File: src/hdl/rv32i_types.sv
package rv32i_types;

    typedef logic [31:0] rv32i_word;
    typedef logic [4:0] rv32i_reg;

    typedef enum logic [6:0] {
        op_lui   = 7'b0110111,
        op_auipc = 7'b0010111,
        op_jal   = 7'b1101111,
        op_jalr  = 7'b1100111,
        op_br    = 7'b1100011,
        op_load  = 7'b0000011,
        op_store = 7'b0100011,
        op_imm   = 7'b0010011,
        op_reg   = 7'b0110011
    } rv32i_opcode;

    typedef enum logic [2:0] {
        beq  = 3'b000,
        bne  = 3'b001,
        blt  = 3'b100,
        bge  = 3'b101,
        bltu = 3'b110,
        bgeu = 3'b111
    } branch_funct3_t;

    typedef enum logic [2:0] {
        lb  = 3'b000,
        lh  = 3'b001,
        lw  = 3'b010,
        lbu = 3'b100,
        lhu = 3'b101
    } load_funct3_t;

    typedef enum logic [2:0] {
        sb = 3'b000,
        sh = 3'b001,
        sw = 3'b010
    } store_funct3_t;

    typedef enum logic [2:0] {
        add  = 3'b000,
        sll  = 3'b001,
        slt  = 3'b010,
        sltu = 3'b011,
        axor = 3'b100,
        sr   = 3'b101, // srl or sra, told apart by funct7[5].
        aor  = 3'b110,
        aand = 3'b111
    } arith_funct3_t;

    typedef struct packed {
        logic [6:0] funct7;
        rv32i_reg   rs2;
        rv32i_reg   rs1;
        logic [2:0] funct3;
        rv32i_reg   rd;
        logic [6:0] opcode;
    } r_type_t;

    typedef struct packed {
        logic [11:0] imm;
        rv32i_reg    rs1;
        logic [2:0]  funct3;
        rv32i_reg    rd;
        logic [6:0]  opcode;
    } i_type_t;

    typedef struct packed {
        logic [6:0] imm11_5;
        rv32i_reg   rs2;
        rv32i_reg   rs1;
        logic [2:0] funct3;
        logic [4:0] imm4_0;
        logic [6:0] opcode;
    } s_type_t;

    typedef struct packed {
        logic       imm12;
        logic [5:0] imm10_5;
        rv32i_reg   rs2;
        rv32i_reg   rs1;
        logic [2:0] funct3;
        logic [3:0] imm4_1;
        logic       imm11;
        logic [6:0] opcode;
    } b_type_t;

    typedef struct packed {
        logic [19:0] imm31_12;
        rv32i_reg    rd;
        logic [6:0]  opcode;
    } u_type_t;

    typedef struct packed {
        logic       imm20;
        logic [9:0] imm10_1;
        logic       imm11;
        logic [7:0] imm19_12;
        rv32i_reg   rd;
        logic [6:0] opcode;
    } j_type_t;

    typedef union packed {
        r_type_t r;
        i_type_t i;
        s_type_t s;
        b_type_t b;
        u_type_t u;
        j_type_t j;
    } rv32i_instr_t;

endpackage
File: src/hdl/rv32i_ctrl_pkg.sv
package rv32i_ctrl_pkg;

    // values line up with arith funct3 so funct3 casts straight across.
    typedef enum logic [2:0] {
        alu_add = 3'd0,
        alu_sll = 3'd1,
        alu_sra = 3'd2,
        alu_sub = 3'd3,
        alu_xor = 3'd4,
        alu_srl = 3'd5,
        alu_or  = 3'd6,
        alu_and = 3'd7
    } alu_ops;

    typedef enum logic [1:0] {
        pcmux_pc_plus4,
        pcmux_alu_out,
        pcmux_alu_mod2 // jalr target with bit 0 cleared.
    } pcmux_sel_t;

    typedef enum logic {
        alumux_rs1_out,
        alumux_pc_out
    } alumux1_sel_t;

    typedef enum logic [2:0] {
        alumux_i_imm,
        alumux_u_imm,
        alumux_b_imm,
        alumux_s_imm,
        alumux_j_imm,
        alumux_rs2_out
    } alumux2_sel_t;

    typedef enum logic {
        cmpmux_rs2_out,
        cmpmux_i_imm
    } cmpmux_sel_t;

    typedef enum logic [3:0] {
        regfilemux_alu_out,
        regfilemux_br_en,
        regfilemux_u_imm,
        regfilemux_lw,
        regfilemux_pc_plus4,
        regfilemux_lb,
        regfilemux_lbu,
        regfilemux_lh,
        regfilemux_lhu
    } regfilemux_sel_t;

    typedef struct packed {
        rv32i_types::rv32i_opcode    opcode;
        logic [2:0]                  funct3;
        logic [6:0]                  funct7;
        alu_ops                      aluop;
        rv32i_types::branch_funct3_t cmpop;
        pcmux_sel_t                  pcmux_sel;
        alumux1_sel_t                alumux1_sel;
        alumux2_sel_t                alumux2_sel;
        cmpmux_sel_t                 cmpmux_sel;
        regfilemux_sel_t             regfilemux_sel;
        logic                        load_regfile;
        logic                        mem_read;
        logic                        mem_write;
    } rv32i_control_word;

endpackage

File: src/hdl/rv32i_core.sv
`timescale 1ns/1ps

module rv32i_core #(
    parameter rv32i_types::rv32i_word RESET_PC = 32'h0000_0000
) (
    input  logic                   clk,
    input  logic                   rst_n,
    output rv32i_types::rv32i_word imem_addr,
    input  rv32i_types::rv32i_word imem_rdata,
    output rv32i_types::rv32i_word dmem_addr,
    output logic                   dmem_read,
    output logic                   dmem_write,
    output logic [3:0]             dmem_byte_enable,
    output rv32i_types::rv32i_word dmem_wdata,
    input  rv32i_types::rv32i_word dmem_rdata
);
    import rv32i_types::*;
    import rv32i_ctrl_pkg::*;

    rv32i_control_word ctrl;
    rv32i_opcode       opcode;
    logic [2:0]        funct3;
    logic [6:0]        funct7;

    control_rom control_rom_i (
        .opcode (opcode),
        .funct3 (funct3),
        .funct7 (funct7),
        .ctrl   (ctrl)
    );

    datapath #(
        .RESET_PC (RESET_PC)
    ) datapath_i (
        .clk              (clk),
        .rst_n            (rst_n),
        .ctrl             (ctrl),
        .opcode           (opcode),
        .funct3           (funct3),
        .funct7           (funct7),
        .imem_addr        (imem_addr),
        .imem_rdata       (imem_rdata),
        .dmem_addr        (dmem_addr),
        .dmem_read        (dmem_read),
        .dmem_write       (dmem_write),
        .dmem_byte_enable (dmem_byte_enable),
        .dmem_wdata       (dmem_wdata),
        .dmem_rdata       (dmem_rdata)
    );

endmodule

File: src/hdl/datapath.sv
`timescale 1ns/1ps

module datapath #(
    parameter rv32i_types::rv32i_word RESET_PC = 32'h0000_0000
) (
    input  logic                              clk,
    input  logic                              rst_n,
    input  rv32i_ctrl_pkg::rv32i_control_word ctrl,
    output rv32i_types::rv32i_opcode          opcode,
    output logic [2:0]                        funct3,
    output logic [6:0]                        funct7,
    output rv32i_types::rv32i_word            imem_addr,
    input  rv32i_types::rv32i_word            imem_rdata,
    output rv32i_types::rv32i_word            dmem_addr,
    output logic                              dmem_read,
    output logic                              dmem_write,
    output logic [3:0]                        dmem_byte_enable,
    output rv32i_types::rv32i_word            dmem_wdata,
    input  rv32i_types::rv32i_word            dmem_rdata
);
    import rv32i_types::*;
    import rv32i_ctrl_pkg::*;

    rv32i_word    pc;
    rv32i_word    pc_plus4;
    rv32i_word    pc_next;
    rv32i_instr_t instr;
    rv32i_word    i_imm;
    rv32i_word    s_imm;
    rv32i_word    b_imm;
    rv32i_word    u_imm;
    rv32i_word    j_imm;
    rv32i_word    rs1_data;
    rv32i_word    rs2_data;
    rv32i_word    alu_a;
    rv32i_word    alu_b;
    rv32i_word    alu_f;
    rv32i_word    cmp_b;
    logic         br_en;
    rv32i_word    load_shifted;
    rv32i_word    rd_wdata;

    assign instr = imem_rdata;
    assign opcode = rv32i_opcode'(instr.r.opcode);
    assign funct3 = instr.r.funct3;
    assign funct7 = instr.r.funct7;

    assign i_imm = {{21{instr.i.imm[11]}}, instr.i.imm[10:0]};
    assign s_imm = {{21{instr.s.imm11_5[6]}}, instr.s.imm11_5[5:0], instr.s.imm4_0};
    assign b_imm = {{20{instr.b.imm12}}, instr.b.imm11, instr.b.imm10_5, instr.b.imm4_1, 1'b0};
    assign u_imm = {instr.u.imm31_12, 12'h000};
    assign j_imm = {{12{instr.j.imm20}}, instr.j.imm19_12, instr.j.imm11, instr.j.imm10_1, 1'b0};

    always_ff @(posedge clk) begin
        if (!rst_n) begin
            pc <= RESET_PC;
        end else begin
            pc <= pc_next;
        end
    end

    assign pc_plus4 = pc + 32'd4;
    assign imem_addr = pc;

    always_comb begin
        case (ctrl.pcmux_sel)
            pcmux_alu_out:  pc_next = alu_f;
            pcmux_alu_mod2: pc_next = {alu_f[31:1], 1'b0};
            default:        pc_next = pc_plus4;
        endcase
        if (ctrl.opcode == op_br && !br_en) begin
            pc_next = pc_plus4; // branch not taken.
        end
    end

    regfile regfile_i (
        .clk      (clk),
        .rst_n    (rst_n),
        .load     (ctrl.load_regfile),
        .rs1      (instr.r.rs1),
        .rs2      (instr.r.rs2),
        .rd       (instr.r.rd),
        .wdata    (rd_wdata),
        .rs1_data (rs1_data),
        .rs2_data (rs2_data)
    );

    assign alu_a = (ctrl.alumux1_sel == alumux_pc_out) ? pc : rs1_data;

    always_comb begin
        case (ctrl.alumux2_sel)
            alumux_u_imm:   alu_b = u_imm;
            alumux_b_imm:   alu_b = b_imm;
            alumux_s_imm:   alu_b = s_imm;
            alumux_j_imm:   alu_b = j_imm;
            alumux_rs2_out: alu_b = rs2_data;
            default:        alu_b = i_imm;
        endcase
    end

    alu alu_i (
        .aluop (ctrl.aluop),
        .a     (alu_a),
        .b     (alu_b),
        .f     (alu_f)
    );

    assign cmp_b = (ctrl.cmpmux_sel == cmpmux_i_imm) ? i_imm : rs2_data;

    cmp cmp_i (
        .cmpop (ctrl.cmpop),
        .a     (rs1_data),
        .b     (cmp_b),
        .br_en (br_en)
    );

    assign dmem_addr = {alu_f[31:2], 2'b00};
    assign dmem_read = ctrl.mem_read & rst_n;
    assign dmem_write = ctrl.mem_write & rst_n;
    assign dmem_wdata = rs2_data << {alu_f[1:0], 3'b000}; // move into the addressed lane.

    always_comb begin
        dmem_byte_enable = 4'b1111;
        if (ctrl.mem_write) begin
            case (store_funct3_t'(ctrl.funct3))
                sb:      dmem_byte_enable = 4'b0001 << alu_f[1:0];
                sh:      dmem_byte_enable = 4'b0011 << alu_f[1:0];
                sw:      dmem_byte_enable = 4'b1111;
                default: dmem_byte_enable = 4'b0000;
            endcase
        end
    end

    // addressed byte or halfword ends up in the low bits.
    assign load_shifted = dmem_rdata >> {alu_f[1:0], 3'b000};

    always_comb begin
        case (ctrl.regfilemux_sel)
            regfilemux_br_en:    rd_wdata = {31'd0, br_en};
            regfilemux_u_imm:    rd_wdata = u_imm;
            regfilemux_lw:       rd_wdata = dmem_rdata;
            regfilemux_pc_plus4: rd_wdata = pc_plus4;
            regfilemux_lb:       rd_wdata = {{24{load_shifted[7]}}, load_shifted[7:0]};
            regfilemux_lbu:      rd_wdata = {24'd0, load_shifted[7:0]};
            regfilemux_lh:       rd_wdata = {{16{load_shifted[15]}}, load_shifted[15:0]};
            regfilemux_lhu:      rd_wdata = {16'd0, load_shifted[15:0]};
            default:             rd_wdata = alu_f;
        endcase
    end

endmodule

File: src/hdl/cmp.sv
`timescale 1ns/1ps

module cmp (
    input  rv32i_types::branch_funct3_t cmpop,
    input  rv32i_types::rv32i_word      a,
    input  rv32i_types::rv32i_word      b,
    output logic                        br_en
);
    import rv32i_types::*;

    always_comb begin
        case (cmpop)
            beq:     br_en = (a == b);
            bne:     br_en = (a != b);
            blt:     br_en = ($signed(a) < $signed(b));
            bge:     br_en = ($signed(a) >= $signed(b));
            bltu:    br_en = (a < b);
            bgeu:    br_en = (a >= b);
            default: br_en = 1'b0;
        endcase
    end

endmodule

File: src/hdl/alu.sv
`timescale 1ns/1ps

module alu (
    input  rv32i_ctrl_pkg::alu_ops aluop,
    input  rv32i_types::rv32i_word a,
    input  rv32i_types::rv32i_word b,
    output rv32i_types::rv32i_word f
);
    import rv32i_ctrl_pkg::*;

    logic [4:0] shamt;

    assign shamt = b[4:0];

    always_comb begin
        case (aluop)
            alu_add: f = a + b;
            alu_sub: f = a - b;
            alu_sll: f = a << shamt;
            alu_srl: f = a >> shamt;
            alu_sra: f = $unsigned($signed(a) >>> shamt);
            alu_xor: f = a ^ b;
            alu_or:  f = a | b;
            alu_and: f = a & b;
            default: f = a + b;
        endcase
    end

endmodule

File: src/hdl/regfile.sv
`timescale 1ns/1ps

module regfile (
    input  logic                  clk,
    input  logic                  rst_n,
    input  logic                  load,
    input  rv32i_types::rv32i_reg  rs1,
    input  rv32i_types::rv32i_reg  rs2,
    input  rv32i_types::rv32i_reg  rd,
    input  rv32i_types::rv32i_word wdata,
    output rv32i_types::rv32i_word rs1_data,
    output rv32i_types::rv32i_word rs2_data
);
    import rv32i_types::*;

    rv32i_word regs [32];

    always_ff @(posedge clk) begin
        if (!rst_n) begin
            for (int i = 0; i < 32; i++) begin
                regs[i] <= '0;
            end
        end else if (load && rd != 5'd0) begin // x0 stays zero.
            regs[rd] <= wdata;
        end
    end

    assign rs1_data = regs[rs1];
    assign rs2_data = regs[rs2];

endmodule

File: src/hdl/control_rom.sv
`timescale 1ns/1ps

module control_rom (
    input  rv32i_types::rv32i_opcode         opcode,
    input  logic [2:0]                       funct3,
    input  logic [6:0]                       funct7,
    output rv32i_ctrl_pkg::rv32i_control_word ctrl
);
    import rv32i_types::*;
    import rv32i_ctrl_pkg::*;

    branch_funct3_t branch_funct3;
    load_funct3_t   load_funct3;
    arith_funct3_t  arith_funct3;

    assign branch_funct3 = branch_funct3_t'(funct3);
    assign load_funct3 = load_funct3_t'(funct3);
    assign arith_funct3 = arith_funct3_t'(funct3);

    always_comb begin
        ctrl.opcode = opcode;
        ctrl.funct3 = funct3;
        ctrl.funct7 = funct7;
        ctrl.aluop = alu_add;
        ctrl.cmpop = beq;
        ctrl.pcmux_sel = pcmux_pc_plus4;
        ctrl.alumux1_sel = alumux_rs1_out;
        ctrl.alumux2_sel = alumux_i_imm;
        ctrl.cmpmux_sel = cmpmux_rs2_out;
        ctrl.regfilemux_sel = regfilemux_alu_out;
        ctrl.load_regfile = 1'b0;
        ctrl.mem_read = 1'b0;
        ctrl.mem_write = 1'b0;

        case (opcode)
            op_lui: begin
                ctrl.load_regfile = 1'b1;
                ctrl.regfilemux_sel = regfilemux_u_imm;
            end
            op_auipc: begin
                ctrl.alumux1_sel = alumux_pc_out;
                ctrl.alumux2_sel = alumux_u_imm;
                ctrl.load_regfile = 1'b1;
            end
            op_jal: begin
                ctrl.alumux1_sel = alumux_pc_out;
                ctrl.alumux2_sel = alumux_j_imm;
                ctrl.pcmux_sel = pcmux_alu_out;
                ctrl.load_regfile = 1'b1;
                ctrl.regfilemux_sel = regfilemux_pc_plus4; // link value.
            end
            op_jalr: begin
                ctrl.pcmux_sel = pcmux_alu_mod2;
                ctrl.load_regfile = 1'b1;
                ctrl.regfilemux_sel = regfilemux_pc_plus4;
            end
            op_br: begin
                ctrl.cmpop = branch_funct3;
                ctrl.alumux1_sel = alumux_pc_out;
                ctrl.alumux2_sel = alumux_b_imm;
                ctrl.pcmux_sel = pcmux_alu_out; // only taken when br_en is high.
            end
            op_load: begin
                ctrl.load_regfile = 1'b1;
                ctrl.mem_read = 1'b1;
                case (load_funct3)
                    lb:      ctrl.regfilemux_sel = regfilemux_lb;
                    lbu:     ctrl.regfilemux_sel = regfilemux_lbu;
                    lh:      ctrl.regfilemux_sel = regfilemux_lh;
                    lhu:     ctrl.regfilemux_sel = regfilemux_lhu;
                    default: ctrl.regfilemux_sel = regfilemux_lw;
                endcase
            end
            op_store: begin
                ctrl.alumux2_sel = alumux_s_imm;
                ctrl.mem_write = 1'b1;
            end
            op_imm: begin
                ctrl.load_regfile = 1'b1;
                case (arith_funct3)
                    sr: begin
                        ctrl.aluop = funct7[5] ? alu_sra : alu_srl;
                    end
                    slt: begin
                        ctrl.cmpmux_sel = cmpmux_i_imm;
                        ctrl.cmpop = blt;
                        ctrl.regfilemux_sel = regfilemux_br_en;
                    end
                    sltu: begin
                        ctrl.cmpmux_sel = cmpmux_i_imm;
                        ctrl.cmpop = bltu;
                        ctrl.regfilemux_sel = regfilemux_br_en;
                    end
                    default: begin
                        ctrl.aluop = alu_ops'(funct3); // addi ignores funct7.
                    end
                endcase
            end
            op_reg: begin
                ctrl.alumux2_sel = alumux_rs2_out;
                ctrl.load_regfile = 1'b1;
                case (arith_funct3)
                    add: begin
                        ctrl.aluop = funct7[5] ? alu_sub : alu_add;
                    end
                    sr: begin
                        ctrl.aluop = funct7[5] ? alu_sra : alu_srl;
                    end
                    slt: begin
                        ctrl.cmpop = blt;
                        ctrl.regfilemux_sel = regfilemux_br_en;
                    end
                    sltu: begin
                        ctrl.cmpop = bltu;
                        ctrl.regfilemux_sel = regfilemux_br_en;
                    end
                    default: begin
                        ctrl.aluop = alu_ops'(funct3);
                    end
                endcase
            end
            default: ; // unsupported opcodes retire as no-ops.
        endcase
    end

endmodule

File: config.mk
export PLATFORM = sky130hd
export DESIGN_NAME = rv32i_core
export DESIGN_NICKNAME = d
export VERILOG_FILES = /design/src/hdl/rv32i_types.sv /design/src/hdl/rv32i_ctrl_pkg.sv /design/src/hdl/rv32i_core.sv /design/src/hdl/datapath.sv /design/src/hdl/cmp.sv /design/src/hdl/alu.sv /design/src/hdl/regfile.sv /design/src/hdl/control_rom.sv
export SDC_FILE = /design/constraint.sdc
export NUM_CORES = 2
export LEC_CHECK = 0
export ABC_CLOCK_PERIOD_IN_PS = 11900
export BUFFER_PORTS_ARGS = -buffer_cell sky130_fd_sc_hd__buf_4
export CAP_MARGIN = 30
export CORE_ASPECT_RATIO = 1.2
export CORE_UTILIZATION = 49
export DETAILED_ROUTE_END_ITERATION = 8
export PLACE_DENSITY = 0.62
export SYNTH_ARGS = -nofsm -noshare
export SYNTH_HDL_FRONTEND = slang
export SYNTH_SLANG_ARGS = --single-unit
File: constraint.sdc
create_clock -name clk -period 11.9 [get_ports clk]
set_input_delay 0.595 -clock clk [delete_from_list [all_inputs] [get_ports clk]]
set_output_delay 0.595 -clock clk [all_outputs]
set_load 0.02 [all_outputs]
==> summary.md <==
| Metric | Value |
|---|---|
| Iteration-0 DRC Markers | `just over 8000` |
| Worst hold-check path type | `in2reg` |
| Vias | `56100` |
| Top cell by count, worst path | `buf_4` |
| Die ar. | `about 140000 µm²` |
| Power Total | `11000 µW` |
| Post-synth EDFFs | `1024` |
| Drt wl/cell | `40.3 µm` |
| Cells after synthesis | `5957` |
| RSZ-0062 raised after global routing | `no` |
| Worst Hold End | `datapath_i.imem_addr[18]$_SDFF_PN0_` |
| Avg Cell Area, Syn | `11.3 µm²` |
| FF-to-FF path depth | `24` |
| Num CTS Buffers | `101` |
| Final setup fails | `0` |
| Synth unique cells | `102` |
| Largest family of logic cells by synthesized area | `multiplexers` |
| Worst Path Arrival | `9500 ps` |
| Pre-CTS setup slack | `2020 ps` |
| Final period util | `0.848` |
| Filler cells | `about 12000` |
| RR Endpoint | `datapath_i.regfile_i.regs[30][17]$_SDFFCE_PN0P_` |
| Htree depth | `3` |
| Crit Path Category | `in2out` |
| CP Capture Type | `output pin` |
| Fmax | `0.0991 GHz` |
| Max Slew Vio Count | `0` |
| Final nets | `6162` |
| Layout cells sized above 1 | `0.181` |
| Cell area after synthesis | `67200 µm²` |
| Overflow after GRT | `0` |
| Root Driver | `clkbuf_16` |
| Yosys top cell area share | `0.458` |
| Failing checks | `DRC` |
| Largest net degree at the start of global routing | `135` |
| Warnings from Yosys | `0` |
| FP Rows | `148` |
| Cells along the critical path | `buf_8, buf_4, mux4_2, mux4_2, mux2i_1, o2bb2ai_1, nor4_1, and4_1, and3_1, nor2_1, xnor2_1, ha_1, a2111oi_2, buf_4, nand2_1, o21ai_0, a21oi_1, xnor2_1, o22ai_1, a21oi_1, inv_1, buf_4` |
| Logic pwr share | `0.314` |
| Port Buffers | `165` |
| Main area contributors after synthesis | `edfxtp_1 (46%), mux2i_1 (11%), mux4_2 (10%)` |
| Post-synthesis mux area share | `0.220` |
| Fin area | `74000 µm²` |
| Post-Route WL | `316000 µm` |
| Buf/Inv on CP | `5` |
| Crit-path max FO | `between 60 and 70` |
| Core Footprint | `136000 µm²` |
| Async S/R FF share, synth | `0` |
| Die Wd | `340 µm` |
| Adder-cell share of the synthesized area | `0.0256` |
| First-pass DRT Iterations | `9` |
| Initial antenna violation count | `11` |
| Leak | `around 0.028 µW` |
| Reg-to-reg slack, setup | `2960 ps` |
| Clock share of power | `0.296` |
| TritonCTS clock tree | `done` |
| Post-synthesis xor/xnor area fraction | `0.0112` |
| RR Startpoint | `datapath_i.regfile_i.regs[30][5]$_SDFFCE_PN0P_` |
| Hold Crit Start | `rst_n` |
| Cell family with most CP delay | `compound AO/OA/AOI/OAI gates` |
| Final Hold Fails | `0` |
| DRC Markers | `11` |
| Worst-case clock buffer depth | `3` |
| Clock latency on the worst-skew pair | `730 ps` |
| CTS Sinks | `1056` |
| Register area | `31400 µm²` |
| Commonest non-fill, non-tap cell in the layout | `nor2_1` |
| Util after Layout | `0.545` |
| Vias in the first global route | `54400` |
| Min cycle time layout | `10090 ps` |
| Placed inst area | `70700 µm²` |
| Sequential power share | `0.390` |
| Chip height | `408 µm` |
| Area share of and/or/nand/nor cells after synthesis | `0.114` |
| Worst slew pin tran | `1370 ps` |
| Hold Buf Count CTS | `0` |
| Placed wire-length estimate | `211000 µm` |
| Initial Util | `0.494` |
| GP Congestion | `between 1 and 1.5` |
| Clk slew on worst S/H paths | `~80 ps` |
| Gr usage total | `0.448` |
| Clk_skew | `roughly 45 ps` |
| Switching Fraction | `0.363` |
| Ports | `168` |
| Maximum VDD drop | `roughly 0.00013 V` |
| Multi-input logic area | `33400 µm²` |
| Post-DRT Antenna Nets | `0` |
| Vias per cell | `7.15` |
| Slowest CP cell | `a21oi_1` |
| Area Overhead vs Synth | `10.2%` |
| First-pass GRT wire length | `431000 µm` |
| Power density over cell area | `about 150 nW/µm²` |
| Seq cells post-synth | `1056` |
| Critical Path RT | `11310 ps` |
| Cts repair resizes | `0` |
| Status | `complete, but fails checks` |
| Synth Area in Compound Gates | `0.114` |
| Synth area leader | `edfxtp_1` |
| P_int | `around 7000 µW` |
| Most frequent cells in the layout | `nor2_1 (1139), edfxtp_1 (1024), mux2i_1 (755)` |
| Slew HR | `0.0845` |
| Fin cells | `a little under 8000` |
| Post-CTS setup repair buffer count | `0` |
| Hold Path Stages | `2` |
| Max-Cap Viols | `0` |
| Primary FF master, synth | `edfxtp_1` |
| Crit start category | `input pin` |
| Net Sw Power | `3980 µW` |
| CP max stage delay | `830 ps` |
| Setup ws final | `roughly 1800 ps` |
| Inst Count DP | `7645` |
| Register area share after synthesis | `0.467` |
-- Yosys cell counts, types with 40 or more instances --
master    count
a21oi_1     267
a22oi_1     318
buf_1        42
buf_2       140
buf_4        55
buf_6        43
clkbuf_1    286
edfxtp_1   1024
ha_1        136
inv_1        96
mux2_2       41
mux2i_1     762
mux4_2      297
nand2_1     310
nand3_1      57
nor2_1     1145
nor3_1       92
o21ai_0     142
o22ai_1      40
xnor2_1      65
-- logic make-up (layout without fill, tap and decap cells) --
kind of cell,after synthesis,in the layout
compound gates,1099,1099
xor+xnor,86,86
fa+ha+maj,137,137
buf+inv,671,722
flops,1056,1056
mux,1101,1101
other cells,1,44
simple gates,1806,1806
-- sequential cells by signal, indices dropped and copies added (netlist names) --
| name | flops |
|---|---|
| datapath_i.imem_addr | 32 |
| datapath_i.regfile_i.regs | 1024 |
-- power groups by stage --
stage	combinational (µW)	sequential [µW]	clock, µW
finish	3440	4280	3240
global route	3500	4290	3360
detailed placement	3280	4350	0
CTS	3290	4270	3240
global placement	3260	4350	0
floorplan	1900	4330	0
-- worst max path at each step --
stage                                                           end           start  slack (ps)  cells past startpoint
floorplan           datapath_i.regfile_i.regs[10][17]$_SDFFCE_PN0P_  imem_rdata[21]        4490                     28
global placement    datapath_i.regfile_i.regs[23][17]$_SDFFCE_PN0P_  imem_rdata[20]        -760                     24
detailed placement  datapath_i.regfile_i.regs[30][17]$_SDFFCE_PN0P_  imem_rdata[20]        2020                     26
CTS                                                   dmem_addr[29]  imem_rdata[20]        2070                     24
global route                                          dmem_addr[29]  imem_rdata[20]        1620                     24
finish                                                dmem_addr[13]  imem_rdata[21]        1810                     22
-- per-layer routing --
metal,global-route usage,vias up,wire length (µm)
met5,0,-,87
met4,0.331,12,28600
met3,0.123,1266,38300
met2,0.693,4506,142000
met1,0.534,27900,108000
li1,-,22500,-
-- per-stage QoR --
step	hold slack [ps]	setup TNS, ps
2_1_floorplan	554	0
3_3_place_gp	614	-98440
3_5_place_dp	625	0
4_1_cts	227	0
5_1_grt	248	0
6_report	251	0
-- cell type report --
class | count | share of cell area
flip-flops and latches | 1056 | 0.424
clock inverters | 58 | 0.00705
well taps | 1800 | 0.0304
diodes | 10 | 0.000338
repair buffers | 432 | 0.0458
clock buffers | 127 | 0.0363
multi-input cells | 4263 | 0.451
inverters | 105 | 0.00534
(Power assumes the default switching activity.)
